File: config.mk
export PLATFORM = sky130hd
export DESIGN_NAME = adc_burst_packer_flat
export DESIGN_NICKNAME = d
export VERILOG_FILES = /design/src/rtl/acq_cfg_pkg.sv /design/src/rtl/burst_if.sv /design/src/rtl/adc_burst_packer.sv /design/src/flat_wrapper.sv
export SDC_FILE = /design/constraint.sdc
export NUM_CORES = 1
export LEC_CHECK = 0
export BUFFER_PORTS_ARGS = -buffer_cell sky130_fd_sc_hd__buf_2
export CAP_MARGIN = 20
export CORE_UTILIZATION = 25
export CTS_BUF_LIST = sky130_fd_sc_hd__clkbuf_4 sky130_fd_sc_hd__clkbuf_8
export DETAILED_ROUTE_END_ITERATION = 10
export GPL_TIMING_DRIVEN = 0
export PLACE_DENSITY = 0.4
export SYNTH_ARGS = -nofsm -noshare
export SYNTH_HDL_FRONTEND = slang
export SYNTH_SLANG_ARGS = --single-unit
File: constraint.sdc
create_clock -name ddr3_domain_clk -period 4.79 [get_ports ddr3_domain_clk]
set_input_delay 0.958 -clock ddr3_domain_clk [delete_from_list [all_inputs] [get_ports ddr3_domain_clk]]
set_output_delay 0.958 -clock ddr3_domain_clk [all_outputs]
set_load 0.05 [all_outputs]
File: src/rtl/acq_cfg_pkg.sv
package acq_cfg_pkg;

	////////////////////////////////////////////////////////////////////////////
	// sample and burst geometry
	////////////////////////////////////////////////////////////////////////////

	localparam int sample_w          = 12;                        // adc sample bits
	localparam int samples_per_burst = 8;                         // samples packed per burst
	localparam int lane_w            = 16;                        // one 16-bit lane per sample
	localparam int burst_w           = 128;                       // samples_per_burst * lane_w
	localparam int lane_idx_w        = $clog2(samples_per_burst); // lane select bits

	// lane i of a burst holds the sample in bits [11:0], the over-range
	// flag in bit 12 and zeros above that

	////////////////////////////////////////////////////////////////////////////
	// burst memory
	////////////////////////////////////////////////////////////////////////////

	localparam int mem_addr_w  = 6;                 // 64 bursts on chip, addresses wrap
	localparam int mem_depth   = 2 ** mem_addr_w;   // entries in the burst array
	localparam int burst_cnt_w = 11;                // bursts per fill

	typedef logic [sample_w-1:0]    adc_sample_t;   // raw adc sample
	typedef logic [burst_w-1:0]     burst_dat_t;    // one packed 8-sample burst
	typedef logic [mem_addr_w-1:0]  burst_addr_t;   // burst memory address
	typedef logic [burst_cnt_w-1:0] burst_cnt_t;    // number of bursts
	typedef logic [lane_idx_w-1:0]  lane_idx_t;     // lane within a burst

endpackage
File: src/rtl/burst_if.sv
`timescale 1ns/1ns

interface burst_if;
	import acq_cfg_pkg::*;

	logic       burst_wr;       // one complete burst this cycle
	burst_dat_t burst_dat;      // 8 lanes of sample + over-range
	logic       burst_first;    // first burst of a fill
	logic       burst_last;     // last burst of a fill

	// packer side
	modport src (
		output burst_wr, burst_dat, burst_first, burst_last
	);

	// header generator only needs the strobes and fill marks
	modport hdr_sink (
		input burst_wr, burst_first, burst_last
	);

	// memory side takes the data
	modport store_sink (
		input burst_wr, burst_dat
	);

endinterface

File: src/rtl/adc_burst_packer.sv
`timescale 1ns/1ns

module adc_burst_packer (
	input  logic                     ddr3_domain_clk,
	input  logic                     reset,
	input  acq_cfg_pkg::adc_sample_t adc_sample,        // 12-bit sample
	input  logic                     adc_ovr,           // over-range for this sample
	input  logic                     adc_valid,         // sample strobe
	input  logic                     acq_enable,        // triggers accepted while high
	input  logic                     acq_trig,          // start a fill
	input  acq_cfg_pkg::burst_cnt_t  async_num_bursts,  // bursts per fill as latched on trigger
	burst_if.src                     burst
);
	import acq_cfg_pkg::*;

	typedef enum logic [0:0] {
		pk_idle,
		pk_capture
	} pk_state_t;

	pk_state_t           state;
	lane_idx_t           lane_cnt;      // next lane to fill
	burst_cnt_t          burst_cnt;     // bursts finished in this fill
	burst_cnt_t          num_bursts;    // fill length from the trigger
	burst_dat_t          pack_reg;      // burst under assembly
	logic [lane_w-1:0]   lane_word;     // sample as it sits in its lane
	logic                sample_take;   // valid sample counted in this fill
	logic                burst_done;    // 8th sample of a burst
	logic                fill_done;     // 8th sample of the final burst

	assign sample_take = (state == pk_capture) && adc_valid;
	assign burst_done  = sample_take && (lane_cnt == lane_idx_t'(samples_per_burst - 1));
	assign fill_done   = burst_done && (burst_cnt == num_bursts - 1'b1);
	assign lane_word   = {{(lane_w - sample_w - 1){1'b0}}, adc_ovr, adc_sample};

	////////////////////////////////////////////////////////////////////////////
	// fill control
	////////////////////////////////////////////////////////////////////////////

	always_ff @(posedge ddr3_domain_clk) begin
		if (reset) begin
			state      <= pk_idle;
			lane_cnt   <= '0;
			burst_cnt  <= '0;
			num_bursts <= burst_cnt_t'(1);
		end else begin
			case (state)
				pk_idle: begin
					if (acq_enable && acq_trig) begin          // trigger only counts here
						state     <= pk_capture;
						lane_cnt  <= '0;
						burst_cnt <= '0;
						num_bursts <= (async_num_bursts == '0) ? burst_cnt_t'(1)
							: async_num_bursts;                 // zero length means one burst
					end
				end
				pk_capture: begin
					if (sample_take) begin
						lane_cnt <= lane_cnt + 1'b1;            // wraps after lane 7
					end
					if (burst_done) begin
						burst_cnt <= burst_cnt + 1'b1;
					end
					if (fill_done) begin
						state <= pk_idle;                       // rearm for the next trigger
					end
				end
				default: state <= pk_idle;
			endcase
		end
	end

	// lanes fill in place and the full burst sits on pack_reg the cycle after lane 7
	always_ff @(posedge ddr3_domain_clk) begin
		if (sample_take) begin
			pack_reg[lane_cnt * lane_w +: lane_w] <= lane_word;
		end
	end

	assign burst.burst_dat = pack_reg;

	// strobes trail the 8th sample by one clock to line up with pack_reg
	always_ff @(posedge ddr3_domain_clk) begin
		if (reset) begin
			burst.burst_wr    <= 1'b0;
			burst.burst_first <= 1'b0;
			burst.burst_last  <= 1'b0;
		end else begin
			burst.burst_wr    <= burst_done;
			burst.burst_first <= burst_done && (burst_cnt == '0);
			burst.burst_last  <= fill_done;
		end
	end

	// fill marks ride on the write strobe and agree with the bursts counted so far
	a_fill_marks: assert property (@(posedge ddr3_domain_clk) disable iff (reset)
		(burst.burst_first || burst.burst_last || burst.burst_wr) |-> burst.burst_wr
			&& (burst.burst_first == (burst_cnt == burst_cnt_t'(1)))
			&& (burst.burst_last == (burst_cnt == num_bursts)))
		else $error("burst fill mark out of step with burst_wr or the fill count");

endmodule

File: src/flat_wrapper.sv
// flat-port wrapper written by rule: the top's interface ports become plain ports
module adc_burst_packer_flat import acq_cfg_pkg::*;
  (ddr3_domain_clk, reset, adc_sample, adc_ovr, adc_valid, acq_enable, acq_trig, async_num_bursts, burst_burst_wr, burst_burst_dat, burst_burst_first, burst_burst_last);
  burst_if burst_i ();
  input  logic ddr3_domain_clk;
  input  logic reset;
  input  acq_cfg_pkg::adc_sample_t adc_sample;
  input  logic adc_ovr;
  input  logic adc_valid;
  input  logic acq_enable;
  input  logic acq_trig;
  input  acq_cfg_pkg::burst_cnt_t async_num_bursts;
  output wire logic [$bits(burst_i.burst_wr)-1:0] burst_burst_wr;
  output wire logic [$bits(burst_i.burst_dat)-1:0] burst_burst_dat;
  output wire logic [$bits(burst_i.burst_first)-1:0] burst_burst_first;
  output wire logic [$bits(burst_i.burst_last)-1:0] burst_burst_last;
  assign burst_burst_wr = burst_i.burst_wr;
  assign burst_burst_dat = burst_i.burst_dat;
  assign burst_burst_first = burst_i.burst_first;
  assign burst_burst_last = burst_i.burst_last;
  adc_burst_packer u_core (.ddr3_domain_clk(ddr3_domain_clk), .reset(reset), .adc_sample(adc_sample), .adc_ovr(adc_ovr), .adc_valid(adc_valid), .acq_enable(acq_enable), .acq_trig(acq_trig), .async_num_bursts(async_num_bursts), .burst(burst_i));
endmodule
==> qor.yml <==
status: "finished clean"
r2r_cells: 10
period_share_pct: 80.16
die_y_um: 152.8
powerDensity_mw_per_mm2: 337.8
peakVddDrop_v: 0.0001510
crit_path_top_delay_cell: "nor4_2"
synthFlopType: "edfxtp_1"
die_w_um: 152.8
cts_tree: "done"
startpoint: "u_core.lane_cnt[0]"
p_clk_share_pct: 41.5
async_flop_share_pct: 0
syn_inst: 482
crit_type: "reg -> reg"
fin_tns_setup_ns: 0
io_buffers: 135
setup_slack_ns: 0.9506
whs_ns: 0.4715
seq_power_share_pct: 50.7
reg2reg_to: "u_core.burst.burst_dat[68]"
max-slew-margin-rel_pct: 29.73
drt-total-wl_um: 14640
io_pins: 160
grt_pass1_vias: 3985
max-cap-violations: 0
cts_buffer_depth: 2
ys_seq_area_share_pct: 65.11
totalPowerFinal_mw: 2.463
cts_max_level: 4
cp_data_arrival_time_ns: 3.98
detail_route.iter0.violations: 162
power.net_switching_mw: 0.6315
p_comb_share_pct: 7.7
crit_path_start_kind: "flop"
ant_nets: 0
grt_usage_pct: 12.87
p_leak_nw: 2.425
grt_setup_unrepaired: "no"
internal_power_mw: 1.831
root_buffer: "clkbuf_8"
synth_enable_flop_cells: 104
r2r-start: "u_core.lane_cnt[0]"
viasPerCell: 4.230
reg2reg_setup_slack_ns: 0.95
nets: 703
syn_to_final_growth_pct: 28.20
clkTransAtPathRegs_ns: 0.09
worstPathCellList: "clkbuf_1, inv_1, ha_1, ha_1, clkbuf_1, nand2b_1, or2_2, clkbuf_1, nor4_2, buf_4"
slew_viol_final: 0
gp_congestion: 0.8236
tightest_slew_ns: 1.048
fmax_mhz: 260.5
critPathMaxFanout: 10
place_ws_ns: 0.9604
synth.ff_latch_count: 133
initial_utilization_pct: 25.74
skew_ns: 0.01781
dr_total_vias: 4048
cts-buffers-inserted: 17
sw_frac_of_total_pct: 25.64
core_area_mm2: 0.02209
fp.dieArea_mm2: 0.02336
yosys_warnings: 0
rows: 54
hold_violations: 0
grt_max_degree: 17
cts.sinks: 133
ys_types: 44
post_drt_wl_per_cell_um: 15.29
cp_slowest_stage_delay_ns: 0.60
antenna_found_initial: 0
dp_hpwl_um: 11230
syn_area_mm2: 0.005688
antenna_cells: 0
cts.repair.resized: 0
overflow: 0
drc: 0
crit_required_ns: 4.93
crit_top_cell: "clkbuf_1"
synth.avg_cell_area_um2: 11.80
firstDrtPassIters: 4
min_to: "u_core.num_bursts[10]"
hp-start: "u_core.num_bursts[10]"
setup_viol: 0
insertion_delay_ns: 0.44
hold_class: "reg -> reg"
holdBufCountCts: 0
hold_depth: 2
min_period_ns: 3.839
drive_gt1_share_pct: 31.46
cp-end-kind: "flop"
grt_pass1_wl_um: 22760
cts_setup_buffers: 0
-- per-layer routing --
metal | vias up | wire (um) | share of wire, % | track usage [%]
met5 | - | 0 | 0 | 0
met4 | 0 | 282 | 1.9 | 4.906
met3 | 21 | 829 | 5.7 | 3.572
met2 | 153 | 6965 | 48 | 21.60
met1 | 1906 | 6559 | 45 | 15.67
li1 | 1968 | - | - | -
-- logic make-up (layout without fill, tap and decap cells) --
| group | count (synthesis) | count (layout) | synth area share, % |
|---|---|---|---|
| and+or+nand+nor | 231 | 231 | 20.15 |
| xor gates and xnor gates | 24 | 24 | 3.696 |
| AOI/OAI and AO/OA | 29 | 29 | 3.256 |
| other | 1 | 24 | 0.06593 |
| DFF | 133 | 133 | 65.11 |
| buffers and inverters | 54 | 226 | 5.521 |
| adders and majority gates | 10 | 10 | 2.200 |
-- cells in the mapped netlist (all sizes together), types with 2 or more instances --
cell / number / area, um^2
xnor2: 16 / 140.1
nand2: 46 / 172.7
or2: 2 / 12.51
nor2: 82 / 310.3
xor2: 8 / 70.07
and3: 5 / 31.28
and2: 54 / 337.8
nor4: 6 / 52.55
nand3b: 2 / 18.77
o211ai: 2 / 15.01
or3: 2 / 12.51
nor3: 10 / 50.05
inv: 10 / 37.54
edfxtp: 104 / 3123
nand4: 6 / 37.54
buf: 26 / 198.9
clkbuf: 18 / 77.57
ha: 10 / 125.1
dfxtp: 29 / 580.6
nand2b: 2 / 12.51
a21oi: 17 / 88.84
or4: 4 / 37.53
nand3: 7 / 35.03
-- critical path, delay by kind of cell, from the launching register on --
family	cells	cell delay [ns]
flops	1	0.49
fa+ha+maj	2	0.51
buf+inv	5	1.43
simple gates	3	1.13
-- worst max-delay path by stage --
stage | to | cells after the start | slack [ns]
floorplan | u_core.burst.burst_dat[64] | 9 | 1.00
CTS | u_core.burst.burst_dat[68] | 10 | 0.96
global route | u_core.burst.burst_dat[68] | 10 | 0.68
global placement | u_core.burst.burst_dat[74] | 9 | 0.009
detailed placement | u_core.burst.burst_dat[68] | 10 | 0.96
finish | u_core.burst.burst_dat[68] | 10 | 0.95
-- registers in the layout, indices dropped and copies added (netlist names) --
name,cells
u_core.burst.burst_dat,104
u_core.burst_cnt,11
u_core.num_bursts,11
u_core.lane_cnt,3
u_core.burst.burst_first,1
u_core.burst.burst_last,1
u_core.burst.burst_wr,1
u_core.state,1
-- per-stage QoR --
step | std cells | utilization, % | instance area (um^2)
2_1_floorplan | 505 | - | 5774
3_3_place_gp | 920 | 30.78 | 6800
3_5_place_dp | 924 | 31.05 | 6859
4_1_cts | 956 | 32.97 | 7284
5_1_grt | 957 | 33.00 | 7292
6_report | 957 | 33.00 | 7292
-- power groups by stage --
stage	logic (mW)	clock network, mW	registers (mW)
after floorplan	0.129	0	1.29
after global placement	0.188	0	1.28
after detailed placement	0.191	0	1.28
after CTS	0.192	1.05	1.25
after global routing	0.207	1.10	1.25
final	0.191	1.02	1.25
-- final cells by class --
class                   instances  area (um^2)
plain buffers                  44        276.5
clock buffers                  17        234.0
clock inverters                15        191.4
fillers                      2256        14800
inverters                      10        37.54
multi-input cells             318         1778
flip-flops and latches        133         3704
well taps                     280        350.3
repair buffers                140        720.7
-- placed cells by master, fill, tap and decap left out, types with 2 or more instances in the layout --
cell type / count
xnor2_1: 16
nor3_2: 3
buf_2: 135
nand2_1: 46
inv_6: 6
ha_1: 10
clkinvlp_4: 3
or4_4: 2
nor4_1: 4
edfxtp_1: 104
o211ai_1: 2
inv_1: 10
or4_1: 2
inv_8: 2
a21oi_1: 16
and3_1: 5
conb_1: 24
clkbuf_1: 17
or2_2: 2
buf_6: 3
or3_1: 2
nand3_1: 7
buf_4: 28
dfxtp_1: 29
clkbuf_8: 18
nor2_1: 81
xor2_1: 8
nand2b_1: 2
and2_1: 54
nand4_1: 6
bufinv_16: 3
nor3_1: 7
Note: power is estimated with default switching activity, not from simulation.
