File: src/rtl/acq_cfg_pkg.sv
package acq_cfg_pkg;

	////////////////////////////////////////////////////////////////////////////
	// sample and burst geometry
	////////////////////////////////////////////////////////////////////////////

	localparam int sample_w          = 12;                        // adc sample bits
	localparam int samples_per_burst = 8;                         // samples packed per burst
	localparam int lane_w            = 16;                        // one 16-bit lane per sample
	localparam int burst_w           = 128;                       // samples_per_burst * lane_w
	localparam int lane_idx_w        = $clog2(samples_per_burst); // lane select bits

	// lane i of a burst holds the sample in bits [11:0], the over-range
	// flag in bit 12 and zeros above that

	////////////////////////////////////////////////////////////////////////////
	// burst memory
	////////////////////////////////////////////////////////////////////////////

	localparam int mem_addr_w  = 6;                 // 64 bursts on chip, addresses wrap
	localparam int mem_depth   = 2 ** mem_addr_w;   // entries in the burst array
	localparam int burst_cnt_w = 11;                // bursts per fill

	typedef logic [sample_w-1:0]    adc_sample_t;   // raw adc sample
	typedef logic [burst_w-1:0]     burst_dat_t;    // one packed 8-sample burst
	typedef logic [mem_addr_w-1:0]  burst_addr_t;   // burst memory address
	typedef logic [burst_cnt_w-1:0] burst_cnt_t;    // number of bursts
	typedef logic [lane_idx_w-1:0]  lane_idx_t;     // lane within a burst

endpackage
File: src/rtl/fill_hdr_pkg.sv
package fill_hdr_pkg;

	localparam int fill_num_w    = 24;          // fill counter width
	localparam int channel_tag_w = 16;          // channel tag width

	////////////////////////////////////////////////////////////////////////////
	// header word, top down: fill number, channel tag, start address, count
	////////////////////////////////////////////////////////////////////////////

	localparam int hdr_cnt_lsb  = 0;                                        // burst count
	localparam int hdr_addr_lsb = hdr_cnt_lsb + acq_cfg_pkg::burst_cnt_w;   // start address
	localparam int hdr_tag_lsb  = hdr_addr_lsb + acq_cfg_pkg::mem_addr_w;   // channel tag
	localparam int hdr_fill_lsb = hdr_tag_lsb + channel_tag_w;              // fill number
	localparam int hdr_w        = hdr_fill_lsb + fill_num_w;                // 57 bits total

	typedef logic [fill_num_w-1:0]    fill_num_t;
	typedef logic [channel_tag_w-1:0] channel_tag_t;
	typedef logic [hdr_w-1:0]         hdr_word_t;

	// header queue
	localparam int hdr_fifo_depth = 4;
	localparam int hdr_ptr_w      = $clog2(hdr_fifo_depth);

	typedef logic [hdr_ptr_w-1:0] hdr_ptr_t;    // fifo read/write pointer
	typedef logic [hdr_ptr_w:0]   hdr_cnt_t;    // fifo occupancy, 0..depth

endpackage

File: src/rtl/burst_if.sv
`timescale 1ns/1ns

interface burst_if;
	import acq_cfg_pkg::*;

	logic       burst_wr;       // one complete burst this cycle
	burst_dat_t burst_dat;      // 8 lanes of sample + over-range
	logic       burst_first;    // first burst of a fill
	logic       burst_last;     // last burst of a fill

	// packer side
	modport src (
		output burst_wr, burst_dat, burst_first, burst_last
	);

	// header generator only needs the strobes and fill marks
	modport hdr_sink (
		input burst_wr, burst_first, burst_last
	);

	// memory side takes the data
	modport store_sink (
		input burst_wr, burst_dat
	);

endinterface

File: src/rtl/fill_header_gen.sv
`timescale 1ns/1ns

module fill_header_gen (
	input  logic                       ddr3_domain_clk,
	input  logic                       reset,
	burst_if.hdr_sink                  burst,
	input  fill_hdr_pkg::fill_num_t    initial_fill_num,     // first fill number
	input  logic                       initial_fill_num_wr,  // load strobe
	input  fill_hdr_pkg::channel_tag_t channel_tag,
	output acq_cfg_pkg::burst_addr_t   wr_addr,              // where the next burst lands
	output logic                       hdr_wr,               // header ready, one cycle
	output fill_hdr_pkg::hdr_word_t    hdr_dat
);
	import acq_cfg_pkg::*;
	import fill_hdr_pkg::*;

	fill_num_t    fill_num;       // number of the fill in progress
	channel_tag_t tag_q;          // tag latched at the first burst
	burst_addr_t  start_addr;     // address of the first burst
	burst_cnt_t   fill_bursts;    // bursts written so far in this fill
	channel_tag_t tag_nxt;
	burst_addr_t  start_nxt;
	burst_cnt_t   count_nxt;
	hdr_word_t    hdr_nxt;
	logic         fill_end;       // last burst is being written

	// a one-burst fill is first and last at once, so bypass the latches
	assign start_nxt = burst.burst_first ? wr_addr : start_addr;
	assign tag_nxt   = burst.burst_first ? channel_tag : tag_q;
	assign count_nxt = burst.burst_first ? burst_cnt_t'(1) : fill_bursts + 1'b1;
	assign fill_end  = burst.burst_wr && burst.burst_last;

	always_comb begin
		hdr_nxt = '0;
		hdr_nxt[hdr_fill_lsb +: fill_num_w]    = fill_num;
		hdr_nxt[hdr_tag_lsb +: channel_tag_w]  = tag_nxt;
		hdr_nxt[hdr_addr_lsb +: mem_addr_w]    = start_nxt;
		hdr_nxt[hdr_cnt_lsb +: burst_cnt_w]    = count_nxt;
	end

	////////////////////////////////////////////////////////////////////////////
	// address, fill number and burst count
	////////////////////////////////////////////////////////////////////////////

	always_ff @(posedge ddr3_domain_clk) begin
		if (reset) begin
			wr_addr     <= '0;
			fill_num    <= '0;
			fill_bursts <= '0;
			hdr_wr      <= 1'b0;
		end else begin
			hdr_wr <= fill_end;
			if (burst.burst_wr) begin
				wr_addr     <= wr_addr + 1'b1;              // wraps mod 64
				fill_bursts <= count_nxt;
			end
			if (initial_fill_num_wr) begin
				fill_num <= initial_fill_num;
			end else if (fill_end) begin
				fill_num <= fill_num + 1'b1;                // next fill gets the next number
			end
		end
	end

	// header payload and first-burst latches
	always_ff @(posedge ddr3_domain_clk) begin
		if (burst.burst_wr && burst.burst_first) begin
			start_addr <= wr_addr;
			tag_q      <= channel_tag;
		end
		if (fill_end) begin
			hdr_dat <= hdr_nxt;
		end
	end

endmodule

File: src/flat_wrapper.sv
// flat-port wrapper written by rule: the top's interface ports become plain ports
module fill_header_gen_flat import acq_cfg_pkg::*; import fill_hdr_pkg::*;
  (ddr3_domain_clk, reset, initial_fill_num, initial_fill_num_wr, channel_tag, wr_addr, hdr_wr, hdr_dat, burst_burst_wr, burst_burst_first, burst_burst_last);
  burst_if burst_i ();
  input  logic ddr3_domain_clk;
  input  logic reset;
  input  fill_hdr_pkg::fill_num_t initial_fill_num;
  input  logic initial_fill_num_wr;
  input  fill_hdr_pkg::channel_tag_t channel_tag;
  output acq_cfg_pkg::burst_addr_t wr_addr;
  output logic hdr_wr;
  output fill_hdr_pkg::hdr_word_t hdr_dat;
  input wire logic [$bits(burst_i.burst_wr)-1:0] burst_burst_wr;
  input wire logic [$bits(burst_i.burst_first)-1:0] burst_burst_first;
  input wire logic [$bits(burst_i.burst_last)-1:0] burst_burst_last;
  assign burst_i.burst_wr = burst_burst_wr;
  assign burst_i.burst_first = burst_burst_first;
  assign burst_i.burst_last = burst_burst_last;
  fill_header_gen u_core (.ddr3_domain_clk(ddr3_domain_clk), .reset(reset), .burst(burst_i), .initial_fill_num(initial_fill_num), .initial_fill_num_wr(initial_fill_num_wr), .channel_tag(channel_tag), .wr_addr(wr_addr), .hdr_wr(hdr_wr), .hdr_dat(hdr_dat));
endmodule
File: config.mk
export PLATFORM = sky130hd
export DESIGN_NAME = fill_header_gen_flat
export DESIGN_NICKNAME = d
export VERILOG_FILES = /design/src/rtl/acq_cfg_pkg.sv /design/src/rtl/fill_hdr_pkg.sv /design/src/rtl/burst_if.sv /design/src/rtl/fill_header_gen.sv /design/src/flat_wrapper.sv
export SDC_FILE = /design/constraint.sdc
export NUM_CORES = 1
export LEC_CHECK = 0
export BUFFER_PORTS_ARGS = -buffer_cell sky130_fd_sc_hd__buf_2
export CORE_MARGIN = 4
export CORE_UTILIZATION = 58
export CTS_CLUSTER_SIZE = 16
export DETAILED_ROUTE_END_ITERATION = 16
export GPL_ROUTABILITY_DRIVEN = 0
export HOLD_SLACK_MARGIN = 0.06
export PLACE_DENSITY = 0.85
export SYNTH_ARGS = -nofsm -noshare
export SYNTH_HDL_FRONTEND = slang
export SYNTH_SLANG_ARGS = --single-unit
File: constraint.sdc
create_clock -name ddr3_domain_clk -period 7.25 [get_ports ddr3_domain_clk]
set_clock_uncertainty 0.1 [all_clocks]
set_input_delay 0.3625 -clock ddr3_domain_clk [delete_from_list [all_inputs] [get_ports ddr3_domain_clk]]
set_output_delay 0.3625 -clock ddr3_domain_clk [all_outputs]
set_load 0.005 [all_outputs]
==> results of run 1 <==
-- cell type report --
class,count,area [µm²],area share (%)
timing repair buffer,149,943.4,14.41
clock inverter,15,234.0,3.574
inverter,12,45.04,0.6881
sequential,121,3213,49.08
multi-input combinational,233,1565,23.91
clock buffer,17,414.1,6.326
tap,105,131.4,2.007
-- worst register-to-register path, stage by stage, from the launching register on --
cell      delay, ns
dfxtp_1        0.42
ha_1           0.21
nand4_2        0.19
or4_1          0.72
or4_1          0.56
a311oi_1       0.32
-- kinds of logic after synthesis --
family / after synthesis / synth area share, %
AO/OA/AOI/OAI: 54 / 8.210
XOR/XNOR: 23 / 4.118
adder cells (fa/ha/maj): 3 / 0.7673
buffers and inverters: 30 / 2.327
flip-flops: 121 / 65.68
multiplexers: 24 / 5.473
AND/OR/NAND/NOR: 129 / 13.43
-- metrics by stage --
step | util, % | area [µm²] | hold slack (ns) | setup slack [ns] | cells
final | 79.67 | 6546 | 0.1069 | 4.638 | 652
after global routing | 79.67 | 6546 | 0.1009 | 4.538 | 652
after CTS | 79.67 | 6546 | 0.07506 | 4.710 | 652
after detailed placement | 67.03 | 5508 | 0.3485 | 4.676 | 581
after global placement | 67.03 | 5508 | 0.3434 | 4.757 | 581
after floorplan | - | 4892 | 0.3307 | 4.684 | 384
-- power breakdown --
group	internal, mW	total (mW)	switching, mW
sequential	0.772	0.794	0.0224
clock	0.601	0.924	0.323
combinational	0.0551	0.111	0.0561
-- placed cells by master, fill, tap and decap left out, drive strengths merged, types with 13 or more instances in the layout --
cell / instances
nand2: 27
nor2: 36
dfxtp: 42
nand3: 13
inv: 19
clkbuf: 17
mux2: 22
dlygate4sd3: 39
nand4: 13
buf: 110
edfxtp: 79
-- worst max path at each step --
| stage | endpoint | slack (ns) | cells after the start |
|---|---|---|---|
| after floorplan | u_core.fill_num[1] | 4.68 | 5 |
| after global placement | u_core.fill_num[20] | 4.76 | 5 |
| after detailed placement | u_core.fill_num[20] | 4.68 | 5 |
| after CTS | u_core.fill_num[22] | 4.71 | 5 |
| after global routing | u_core.fill_num[22] | 4.54 | 5 |
| final | u_core.fill_num[22] | 4.64 | 5 |
-- sequential cells by signal, indices dropped and copies added (netlist names) --
register            cells
u_core.start_addr       6
u_core.hdr_dat         57
u_core.fill_num        24
u_core.fill_bursts     11
u_core.tag_q           16
u_core.hdr_wr           1
u_core.wr_addr          6
-- per-layer routing --
layer / global-route usage [%] / part of all wire [%]
met1: 31.00 / 38
met2: 42.12 / 51
met3: 7.366 / 8.3
met4: 9.559 / 2.1
met5: 0 / 0
==> report_table.html, run 1 <==
<table>
<tr><th>Metric</th><th>Value</th></tr>
<tr><th colspan="2">Outcome</th></tr>
<tr><td>Result of the run</td><td>finished clean</td></tr>
<tr><th colspan="2">Clock network</th></tr>
<tr><td>Sink Count</td><td>121</td></tr>
<tr><td>Number of gates resized after cts</td><td>0</td></tr>
<tr><td>Clock Latency Late Sink</td><td>0.52 ns</td></tr>
<tr><td>Root cell of the clock tree</td><td>clkbuf_8</td></tr>
<tr><td>Hold-fix buffers at CTS</td><td>39</td></tr>
<tr><td>Total CTS buffers</td><td>17</td></tr>
<tr><td>Clock tree from TritonCTS</td><td>done</td></tr>
<tr><td>Clock-pin slew on the worst setup and hold paths</td><td>0.06 ns</td></tr>
<tr><td>Deepest clock path buffer count</td><td>2</td></tr>
<tr><td>Number of setup buffers added after CTS</td><td>0</td></tr>
<tr><td>Htree depth</td><td>4</td></tr>
<tr><th colspan="2">Global routing</th></tr>
<tr><td>Maximum number of pins on one net before global-route repair</td><td>43</td></tr>
<tr><td>GRT Residual Overflow</td><td>0</td></tr>
<tr><td>Global-route wire length before repair</td><td>19410 µm</td></tr>
<tr><td>Number of global-route vias before repair</td><td>3816</td></tr>
<tr><td>Antenna violations before repair</td><td>0</td></tr>
<tr><td>Global Route Usage Sum</td><td>25.19%</td></tr>
<tr><th colspan="2">Drt</th></tr>
<tr><td>Drt pass-1 iters</td><td>5</td></tr>
<tr><td>WL final</td><td>11970 µm</td></tr>
<tr><td>Residual antenna-violating net count after detailed routing</td><td>0</td></tr>
<tr><td>Count of unresolved DRC violations after routing</td><td>0</td></tr>
<tr><td>Post-DR wirelength/cell</td><td>18.35 µm</td></tr>
<tr><td>Vias</td><td>3768</td></tr>
<tr><td>Number of vias per cell</td><td>5.779</td></tr>
<tr><td>Drt first-iter violations</td><td>136</td></tr>
<tr><th colspan="2">Layout</th></tr>
<tr><td>Fill cell count</td><td>454</td></tr>
<tr><td>Fraction of layout cells with a size suffix above 1</td><td>30.71%</td></tr>
<tr><td>Post-layout nets</td><td>583</td></tr>
<tr><td>Syn-to-layout area delta</td><td>33.81%</td></tr>
<tr><td>Number of diodes added for antenna fixing</td><td>0</td></tr>
<tr><th colspan="2">Placement</th></tr>
<tr><td>Detailed placer's ending HPWL</td><td>6876 µm</td></tr>
<tr><td>I/O Buffers</td><td>109</td></tr>
<tr><th colspan="2">Synth</th></tr>
<tr><td>Synth Flop Type</td><td>edfxtp_1</td></tr>
<tr><td>Synth warn</td><td>0</td></tr>
<tr><td>Cell taking the most area after synthesis</td><td>edfxtp_1</td></tr>
<tr><td>Nets in the synthesized netlist</td><td>433</td></tr>
<tr><td>Leading post-synthesis cells by cell area</td><td>edfxtp_1 48%, dfxtp_1 17%, mux2_2 5.1%, nor2_1 2.8%, xnor2_1 2.1%</td></tr>
<tr><td>Post-synth ARST share</td><td>0%</td></tr>
<tr><td>Number of enable-type register cells in the synthesized netlist</td><td>79</td></tr>
<tr><td>Most used standard cell by instance count after synthesis</td><td>edfxtp_1</td></tr>
<tr><td>Post-Synthesis Cells</td><td>384</td></tr>
<tr><td>Avg Cell Area, Syn</td><td>12.74 µm²</td></tr>
<tr><td>Synthesis-stage register bit count</td><td>121</td></tr>
<tr><td>Share of the synthesized area in the top cell type</td><td>48.49%</td></tr>
<tr><td>Part of the Yosys area used for sequential elements</td><td>65.68%</td></tr>
<tr><td>Number of distinct library cells after synthesis</td><td>39</td></tr>
<tr><td>Cell types with the highest counts after synthesis</td><td>79 x edfxtp_1, 42 x dfxtp_1, 36 x nor2_1</td></tr>
<tr><td>Total standard cell area after synthesis</td><td>4892 µm²</td></tr>
<tr><th colspan="2">Critical path</th></tr>
<tr><td>RR Endpoint</td><td>u_core.fill_num[22]</td></tr>
<tr><td>Highest cell delay on the worst timing path</td><td>0.72 ns</td></tr>
<tr><td>CP Buf/Inv Count</td><td>0</td></tr>
<tr><td>Critical path's slowest cell</td><td>or4_1</td></tr>
<tr><td>Critical path startpoint category</td><td>flop</td></tr>
<tr><td>Crit path capture type</td><td>flop</td></tr>
<tr><td>Cell depth of the worst flop-to-flop path</td><td>5</td></tr>
<tr><td>CP cell instances</td><td>ha_1, nand4_2, or4_1, or4_1, a311oi_1</td></tr>
<tr><td>Startpoint of the worst register-to-register path</td><td>u_core.fill_num[0]</td></tr>
<tr><td>Maximum fanout along the worst path</td><td>8</td></tr>
<tr><td>Type of the worst setup path</td><td>reg2reg</td></tr>
<tr><td>Required arrival time at the worst endpoint</td><td>7.56 ns</td></tr>
<tr><td>R2R Setup Slk</td><td>4.64 ns</td></tr>
<tr><td>Crit-path most repeated cell</td><td>or4_1</td></tr>
<tr><td>Gate family responsible for the most delay along the worst path</td><td>simple AND/OR/NAND/NOR gates</td></tr>
<tr><td>Origin of the worst setup path</td><td>u_core.fill_num[0]</td></tr>
<tr><td>CP Data Arrival Time</td><td>2.92 ns</td></tr>
<tr><th colspan="2">Die</th></tr>
<tr><td>Die span in x</td><td>99.84 µm</td></tr>
<tr><td>Std-Cell Rows</td><td>33</td></tr>
<tr><td>Die Footprint</td><td>9968 µm²</td></tr>
<tr><td>Initial cell density of the core</td><td>59.54%</td></tr>
<tr><td>Core ar.</td><td>8217 µm²</td></tr>
<tr><td>Chip Height</td><td>99.84 µm</td></tr>
<tr><td>Count of pins on the block boundary</td><td>110</td></tr>
<tr><th colspan="2">Timing</th></tr>
<tr><td>Max Freq</td><td>382.8 MHz</td></tr>
<tr><td>Worst slew margin relative to its limit</td><td>27.10%</td></tr>
<tr><td>Shortest clock period the worst path allows after layout</td><td>2.612 ns</td></tr>
<tr><td>Final period utilization</td><td>36.03%</td></tr>
<tr><td>Fin. max-slew vios</td><td>0</td></tr>
<tr><td>Number of endpoints with negative hold slack in the final report</td><td>0</td></tr>
<tr><td>Slew @ Worst Pin</td><td>1.092 ns</td></tr>
<tr><td>Number of endpoints failing setup at the final stage</td><td>0</td></tr>
<tr><td>Post-Route Setup TNS</td><td>0 ns</td></tr>
<tr><td>Unrepaired setup endpoints after global routing</td><td>false</td></tr>
<tr><th colspan="2">Power and ir drop</th></tr>
<tr><td>Leakage power total</td><td>2.525 nW</td></tr>
<tr><td>Overall power consumption</td><td>1.829 mW</td></tr>
<tr><td>Worst vdd rail ir drop</td><td>191.8 µV</td></tr>
<tr><td>Total power density per cell area</td><td>279.4 nW/µm²</td></tr>
<tr><th colspan="2">Min path</th></tr>
<tr><td>Path class of the lowest-slack min-delay path</td><td>in2reg</td></tr>
<tr><td>Hold depth</td><td>3</td></tr>
<tr><td>Beginning of the worst hold path</td><td>initial_fill_num[12]</td></tr>
<tr><td>Worst min-delay path endpoint</td><td>u_core.fill_num[12]</td></tr>
<tr><th colspan="2">Run</th></tr>
<tr><td>Max capacitance violation total</td><td>0</td></tr>
</table>
No activity file was read; power rests on OpenSTA's default activity.
==> inputs of run 2 (changes only) <==
--- a/config.mk
+++ b/config.mk
@@ -7,12 +7,12 @@
 export LEC_CHECK = 0
 export BUFFER_PORTS_ARGS = -buffer_cell sky130_fd_sc_hd__buf_2
 export CORE_MARGIN = 4
-export CORE_UTILIZATION = 58
+export CORE_UTILIZATION = 54
 export CTS_CLUSTER_SIZE = 16
 export DETAILED_ROUTE_END_ITERATION = 16
 export GPL_ROUTABILITY_DRIVEN = 0
 export HOLD_SLACK_MARGIN = 0.06
-export PLACE_DENSITY = 0.85
+export PLACE_DENSITY = 0.8
 export SYNTH_ARGS = -nofsm -noshare
 export SYNTH_HDL_FRONTEND = slang
 export SYNTH_SLANG_ARGS = --single-unit
==> constraint.sdc (replaced) <==
create_clock -name ddr3_domain_clk -period 2.6 [get_ports ddr3_domain_clk]
set_clock_uncertainty 0.1 [all_clocks]
set_input_delay 0.13 -clock ddr3_domain_clk [delete_from_list [all_inputs] [get_ports ddr3_domain_clk]]
set_output_delay 0.13 -clock ddr3_domain_clk [all_outputs]
set_load 0.005 [all_outputs]
==> run 2 against run 1 <==
Against the previous run:
- sequential share of layout area shrank 1.6 points
- first-iteration DRC count grew 53%
- worst hold slack gained 0.14 ns
- sequential power grew to 2.8 times the previous value
- core utilization shrank 2.3 points
- count of clock-buffer cells in the layout is the same
- clock power grew to 2.5 times the previous value
- flip-flop and latch count is the same
- global-route usage shrank 2.2 points
- non-clock buffer count grew 28
- via count grew 1.6%
==> report_table.html, run 2 (synthesized netlist as in run 1, its figures left out) <==
<table>
<tr><th>Metric</th><th>Value</th></tr>
<tr><th colspan="2">Die</th></tr>
<tr><td>Count of pins on the block boundary</td><td>110 (unchanged)</td></tr>
<tr><td>Std-Cell Rows</td><td>34 (was 33)</td></tr>
<tr><td>Core ar.</td><td>8763 µm² (was 8217 µm²)</td></tr>
<tr><td>Initial cell density of the core</td><td>55.83% (was 59.54%)</td></tr>
<tr><td>Chip Height</td><td>103.2 µm (was 99.84 µm)</td></tr>
<tr><td>Die Footprint</td><td>10650 µm² (was 9968 µm²)</td></tr>
<tr><td>Die span in x</td><td>103.2 µm (was 99.84 µm)</td></tr>
<tr><th colspan="2">Drt</th></tr>
<tr><td>Drt pass-1 iters</td><td>4 (was 5)</td></tr>
<tr><td>Drt first-iter violations</td><td>208 (was 136)</td></tr>
<tr><td>Vias</td><td>3828 (was 3768)</td></tr>
<tr><td>Post-DR wirelength/cell</td><td>17.18 µm (was 18.35 µm)</td></tr>
<tr><td>Count of unresolved DRC violations after routing</td><td>0 (unchanged)</td></tr>
<tr><td>Residual antenna-violating net count after detailed routing</td><td>0 (unchanged)</td></tr>
<tr><td>WL final</td><td>11740 µm (was 11970 µm)</td></tr>
<tr><td>Number of vias per cell</td><td>5.605 (was 5.779)</td></tr>
<tr><th colspan="2">Layout</th></tr>
<tr><td>Fill cell count</td><td>536 (was 454)</td></tr>
<tr><td>Final Core Density</td><td>77.38% (was 79.67%)</td></tr>
<tr><td>Registers with the most flip-flops</td><td>u_core.hdr_dat x57, u_core.fill_num x24, u_core.tag_q x16 (unchanged)</td></tr>
<tr><td>Largest register by flop count</td><td>u_core.hdr_dat (unchanged)</td></tr>
<tr><td>Area used by sequential logic in the layout</td><td>3218 µm² (was 3213 µm²)</td></tr>
<tr><td>Number of diodes added for antenna fixing</td><td>0 (unchanged)</td></tr>
<tr><td>Footprint of the multi-input gates</td><td>1574 µm² (was 1565 µm²)</td></tr>
<tr><td>Post-layout nets</td><td>611 (was 583)</td></tr>
<tr><td>Fraction of layout cells with a size suffix above 1</td><td>31.65% (was 30.71%)</td></tr>
<tr><td>Largest register FFs</td><td>57 (unchanged)</td></tr>
<tr><td>Most common cell after layout, fill and taps aside</td><td>buf_2 (unchanged)</td></tr>
<tr><td>Syn-to-layout area delta</td><td>38.62% (was 33.81%)</td></tr>
<tr><td>Commonest cells after routing, fill and taps aside</td><td>109 x buf_2, 79 x edfxtp_1, 59 x dlygate4sd3_1 (was 109 x buf_2, 79 x edfxtp_1, 42 x dfxtp_1)</td></tr>
<tr><th colspan="2">Clock network</th></tr>
<tr><td>Clock Latency Late Sink</td><td>0.51 ns (was 0.52 ns)</td></tr>
<tr><td>Htree depth</td><td>4 (unchanged)</td></tr>
<tr><td>Total CTS buffers</td><td>17 (unchanged)</td></tr>
<tr><td>Clock tree from TritonCTS</td><td>done (unchanged)</td></tr>
<tr><td>Root cell of the clock tree</td><td>clkbuf_8 (unchanged)</td></tr>
<tr><td>Sink Count</td><td>121 (unchanged)</td></tr>
<tr><td>Deepest clock path buffer count</td><td>2 (unchanged)</td></tr>
<tr><td>Clock-pin slew on the worst setup and hold paths</td><td>0.06 ns (about the same)</td></tr>
<tr><th colspan="2">Placement</th></tr>
<tr><td>Detailed placer's ending HPWL</td><td>6853 µm (was 6876 µm)</td></tr>
<tr><td>I/O Buffers</td><td>109 (unchanged)</td></tr>
<tr><th colspan="2">Min path</th></tr>
<tr><td>Path class of the lowest-slack min-delay path</td><td>in2reg (unchanged)</td></tr>
<tr><th colspan="2">Critical path</th></tr>
<tr><td>Crit path capture type</td><td>flop (unchanged)</td></tr>
<tr><td>Maximum fanout along the worst path</td><td>5 (was 8)</td></tr>
<tr><td>Required arrival time at the worst endpoint</td><td>2.90 ns (was 7.56 ns)</td></tr>
<tr><td>Critical path startpoint category</td><td>flop (unchanged)</td></tr>
<tr><td>CP Data Arrival Time</td><td>2.85 ns (was 2.92 ns)</td></tr>
<tr><td>Type of the worst setup path</td><td>reg2reg (unchanged)</td></tr>
<tr><th colspan="2">Power and ir drop</th></tr>
<tr><td>Worst vdd rail ir drop</td><td>525.5 µV (was 191.8 µV)</td></tr>
<tr><td>Total power density per cell area</td><td>718.2 nW/µm² (was 279.4 nW/µm²)</td></tr>
<tr><td>Leakage power total</td><td>2.623 nW (was 2.525 nW)</td></tr>
<tr><td>Overall power consumption</td><td>4.871 mW (was 1.829 mW)</td></tr>
<tr><th colspan="2">Timing</th></tr>
<tr><td>Shortest clock period the worst path allows after layout</td><td>2.554 ns (was 2.612 ns)</td></tr>
<tr><td>Worst slew margin relative to its limit</td><td>59.43% (was 27.10%)</td></tr>
<tr><td>Number of endpoints with negative hold slack in the final report</td><td>0 (unchanged)</td></tr>
<tr><td>Fin. max-slew vios</td><td>0 (unchanged)</td></tr>
<tr><td>Max Freq</td><td>391.6 MHz (was 382.8 MHz)</td></tr>
<tr><td>Slew @ Worst Pin</td><td>0.6073 ns (was 1.092 ns)</td></tr>
<tr><td>Final-layout worst hold slack</td><td>0.2485 ns (was 0.1069 ns)</td></tr>
<tr><td>Number of endpoints failing setup at the final stage</td><td>0 (unchanged)</td></tr>
<tr><td>Final period utilization</td><td>98.23% (was 36.03%)</td></tr>
<tr><th colspan="2">Global routing</th></tr>
<tr><td>Antenna violations before repair</td><td>0 (unchanged)</td></tr>
<tr><td>Global-route wire length before repair</td><td>18660 µm (was 19410 µm)</td></tr>
<tr><td>Global Route Usage Sum</td><td>23.00% (was 25.19%)</td></tr>
<tr><td>Number of global-route vias before repair</td><td>3767 (was 3816)</td></tr>
<tr><td>Maximum number of pins on one net before global-route repair</td><td>45 (was 43)</td></tr>
<tr><td>GRT Residual Overflow</td><td>0 (unchanged)</td></tr>
<tr><th colspan="2">Run</th></tr>
<tr><td>Max capacitance violation total</td><td>0 (unchanged)</td></tr>
<tr><th colspan="2">Outcome</th></tr>
<tr><td>Result of the run</td><td>finished clean (unchanged)</td></tr>
</table>
-- run 2: cell types whose count changed in the layout (fill, tap and decap cells not counted), sizes merged --
cell / delta
clkinv: +3
bufinv: -2
buf: +8
clkinvlp: +4
inv: -5
dlygate4sd3: +20
-- run 2: final cells by class --
class	instances	area share, %
Clock buffer	17	6.107
Tap cell	108	1.993
Timing Repair Buffer	177	17.93
Multi-Input combinational cell	233	23.21
Sequential cell	121	47.45
Clock inverter	15	2.583
Inverter	12	0.7196
-- run 2: stage by stage --
stage	setup TNS (ns)	std cells	cell area (µm²)	setup slack [ns]
3_5_place_dp	0	591	5577	0.2233
3_3_place_gp	0	591	5577	0.2874
2_1_floorplan	0	384	4892	0.2662
4_1_cts	0	682	6756	0.04091
6_report	0	683	6782	0.04607
5_1_grt	-0.004905	683	6782	-0.004905
-- run 2: what timing repair did --
action / CTS / global route
hold buffers: 59 / 0
setup buffers: 0 / 1
gates resized for setup: 0 / 7
hold endpoints to repair: 78 / 0
setup endpoints to repair: 0 / 3
-- run 2: layer usage --
metal	global-route usage [%]	share of wire, %	up-vias
li1	-	-	1815
met2	39.96	51	192
met3	6.036	7.9	17
met4	7.968	1.3	0
met5	0	0	-
met1	27.79	40	1804
-- run 2: worst paths after layout --
check        slack [ns]                  end  cells past startpoint                 from
max reg2reg        0.05  u_core.fill_num[23]                      5   u_core.fill_num[8]
min reg2reg        0.37   u_core.hdr_dat[56]                      0  u_core.fill_num[23]
min                0.25     u_core.tag_q[12]                      2      channel_tag[12]
max                0.05  u_core.fill_num[23]                      5   u_core.fill_num[8]
-- run 2: critical path, cell delays in order, from the launching register on --
cell and delay (ns):
dfxtp_1 0.42, nand4_1 0.27, or4_4 0.59, nor4_1 0.39, nor3_1 0.11, dlygate4sd3_1 0.57
-- run 2: report_power, final --
part | internal [mW] | leakage, nW | switching (mW) | total [mW]
clock network | 1.46 | 0.282 | 0.854 | 2.31
logic | 0.182 | 1.24 | 0.162 | 0.344
registers | 2.15 | 1.10 | 0.0603 | 2.21
total | 3.79 | 2.62 | 1.08 | 4.87
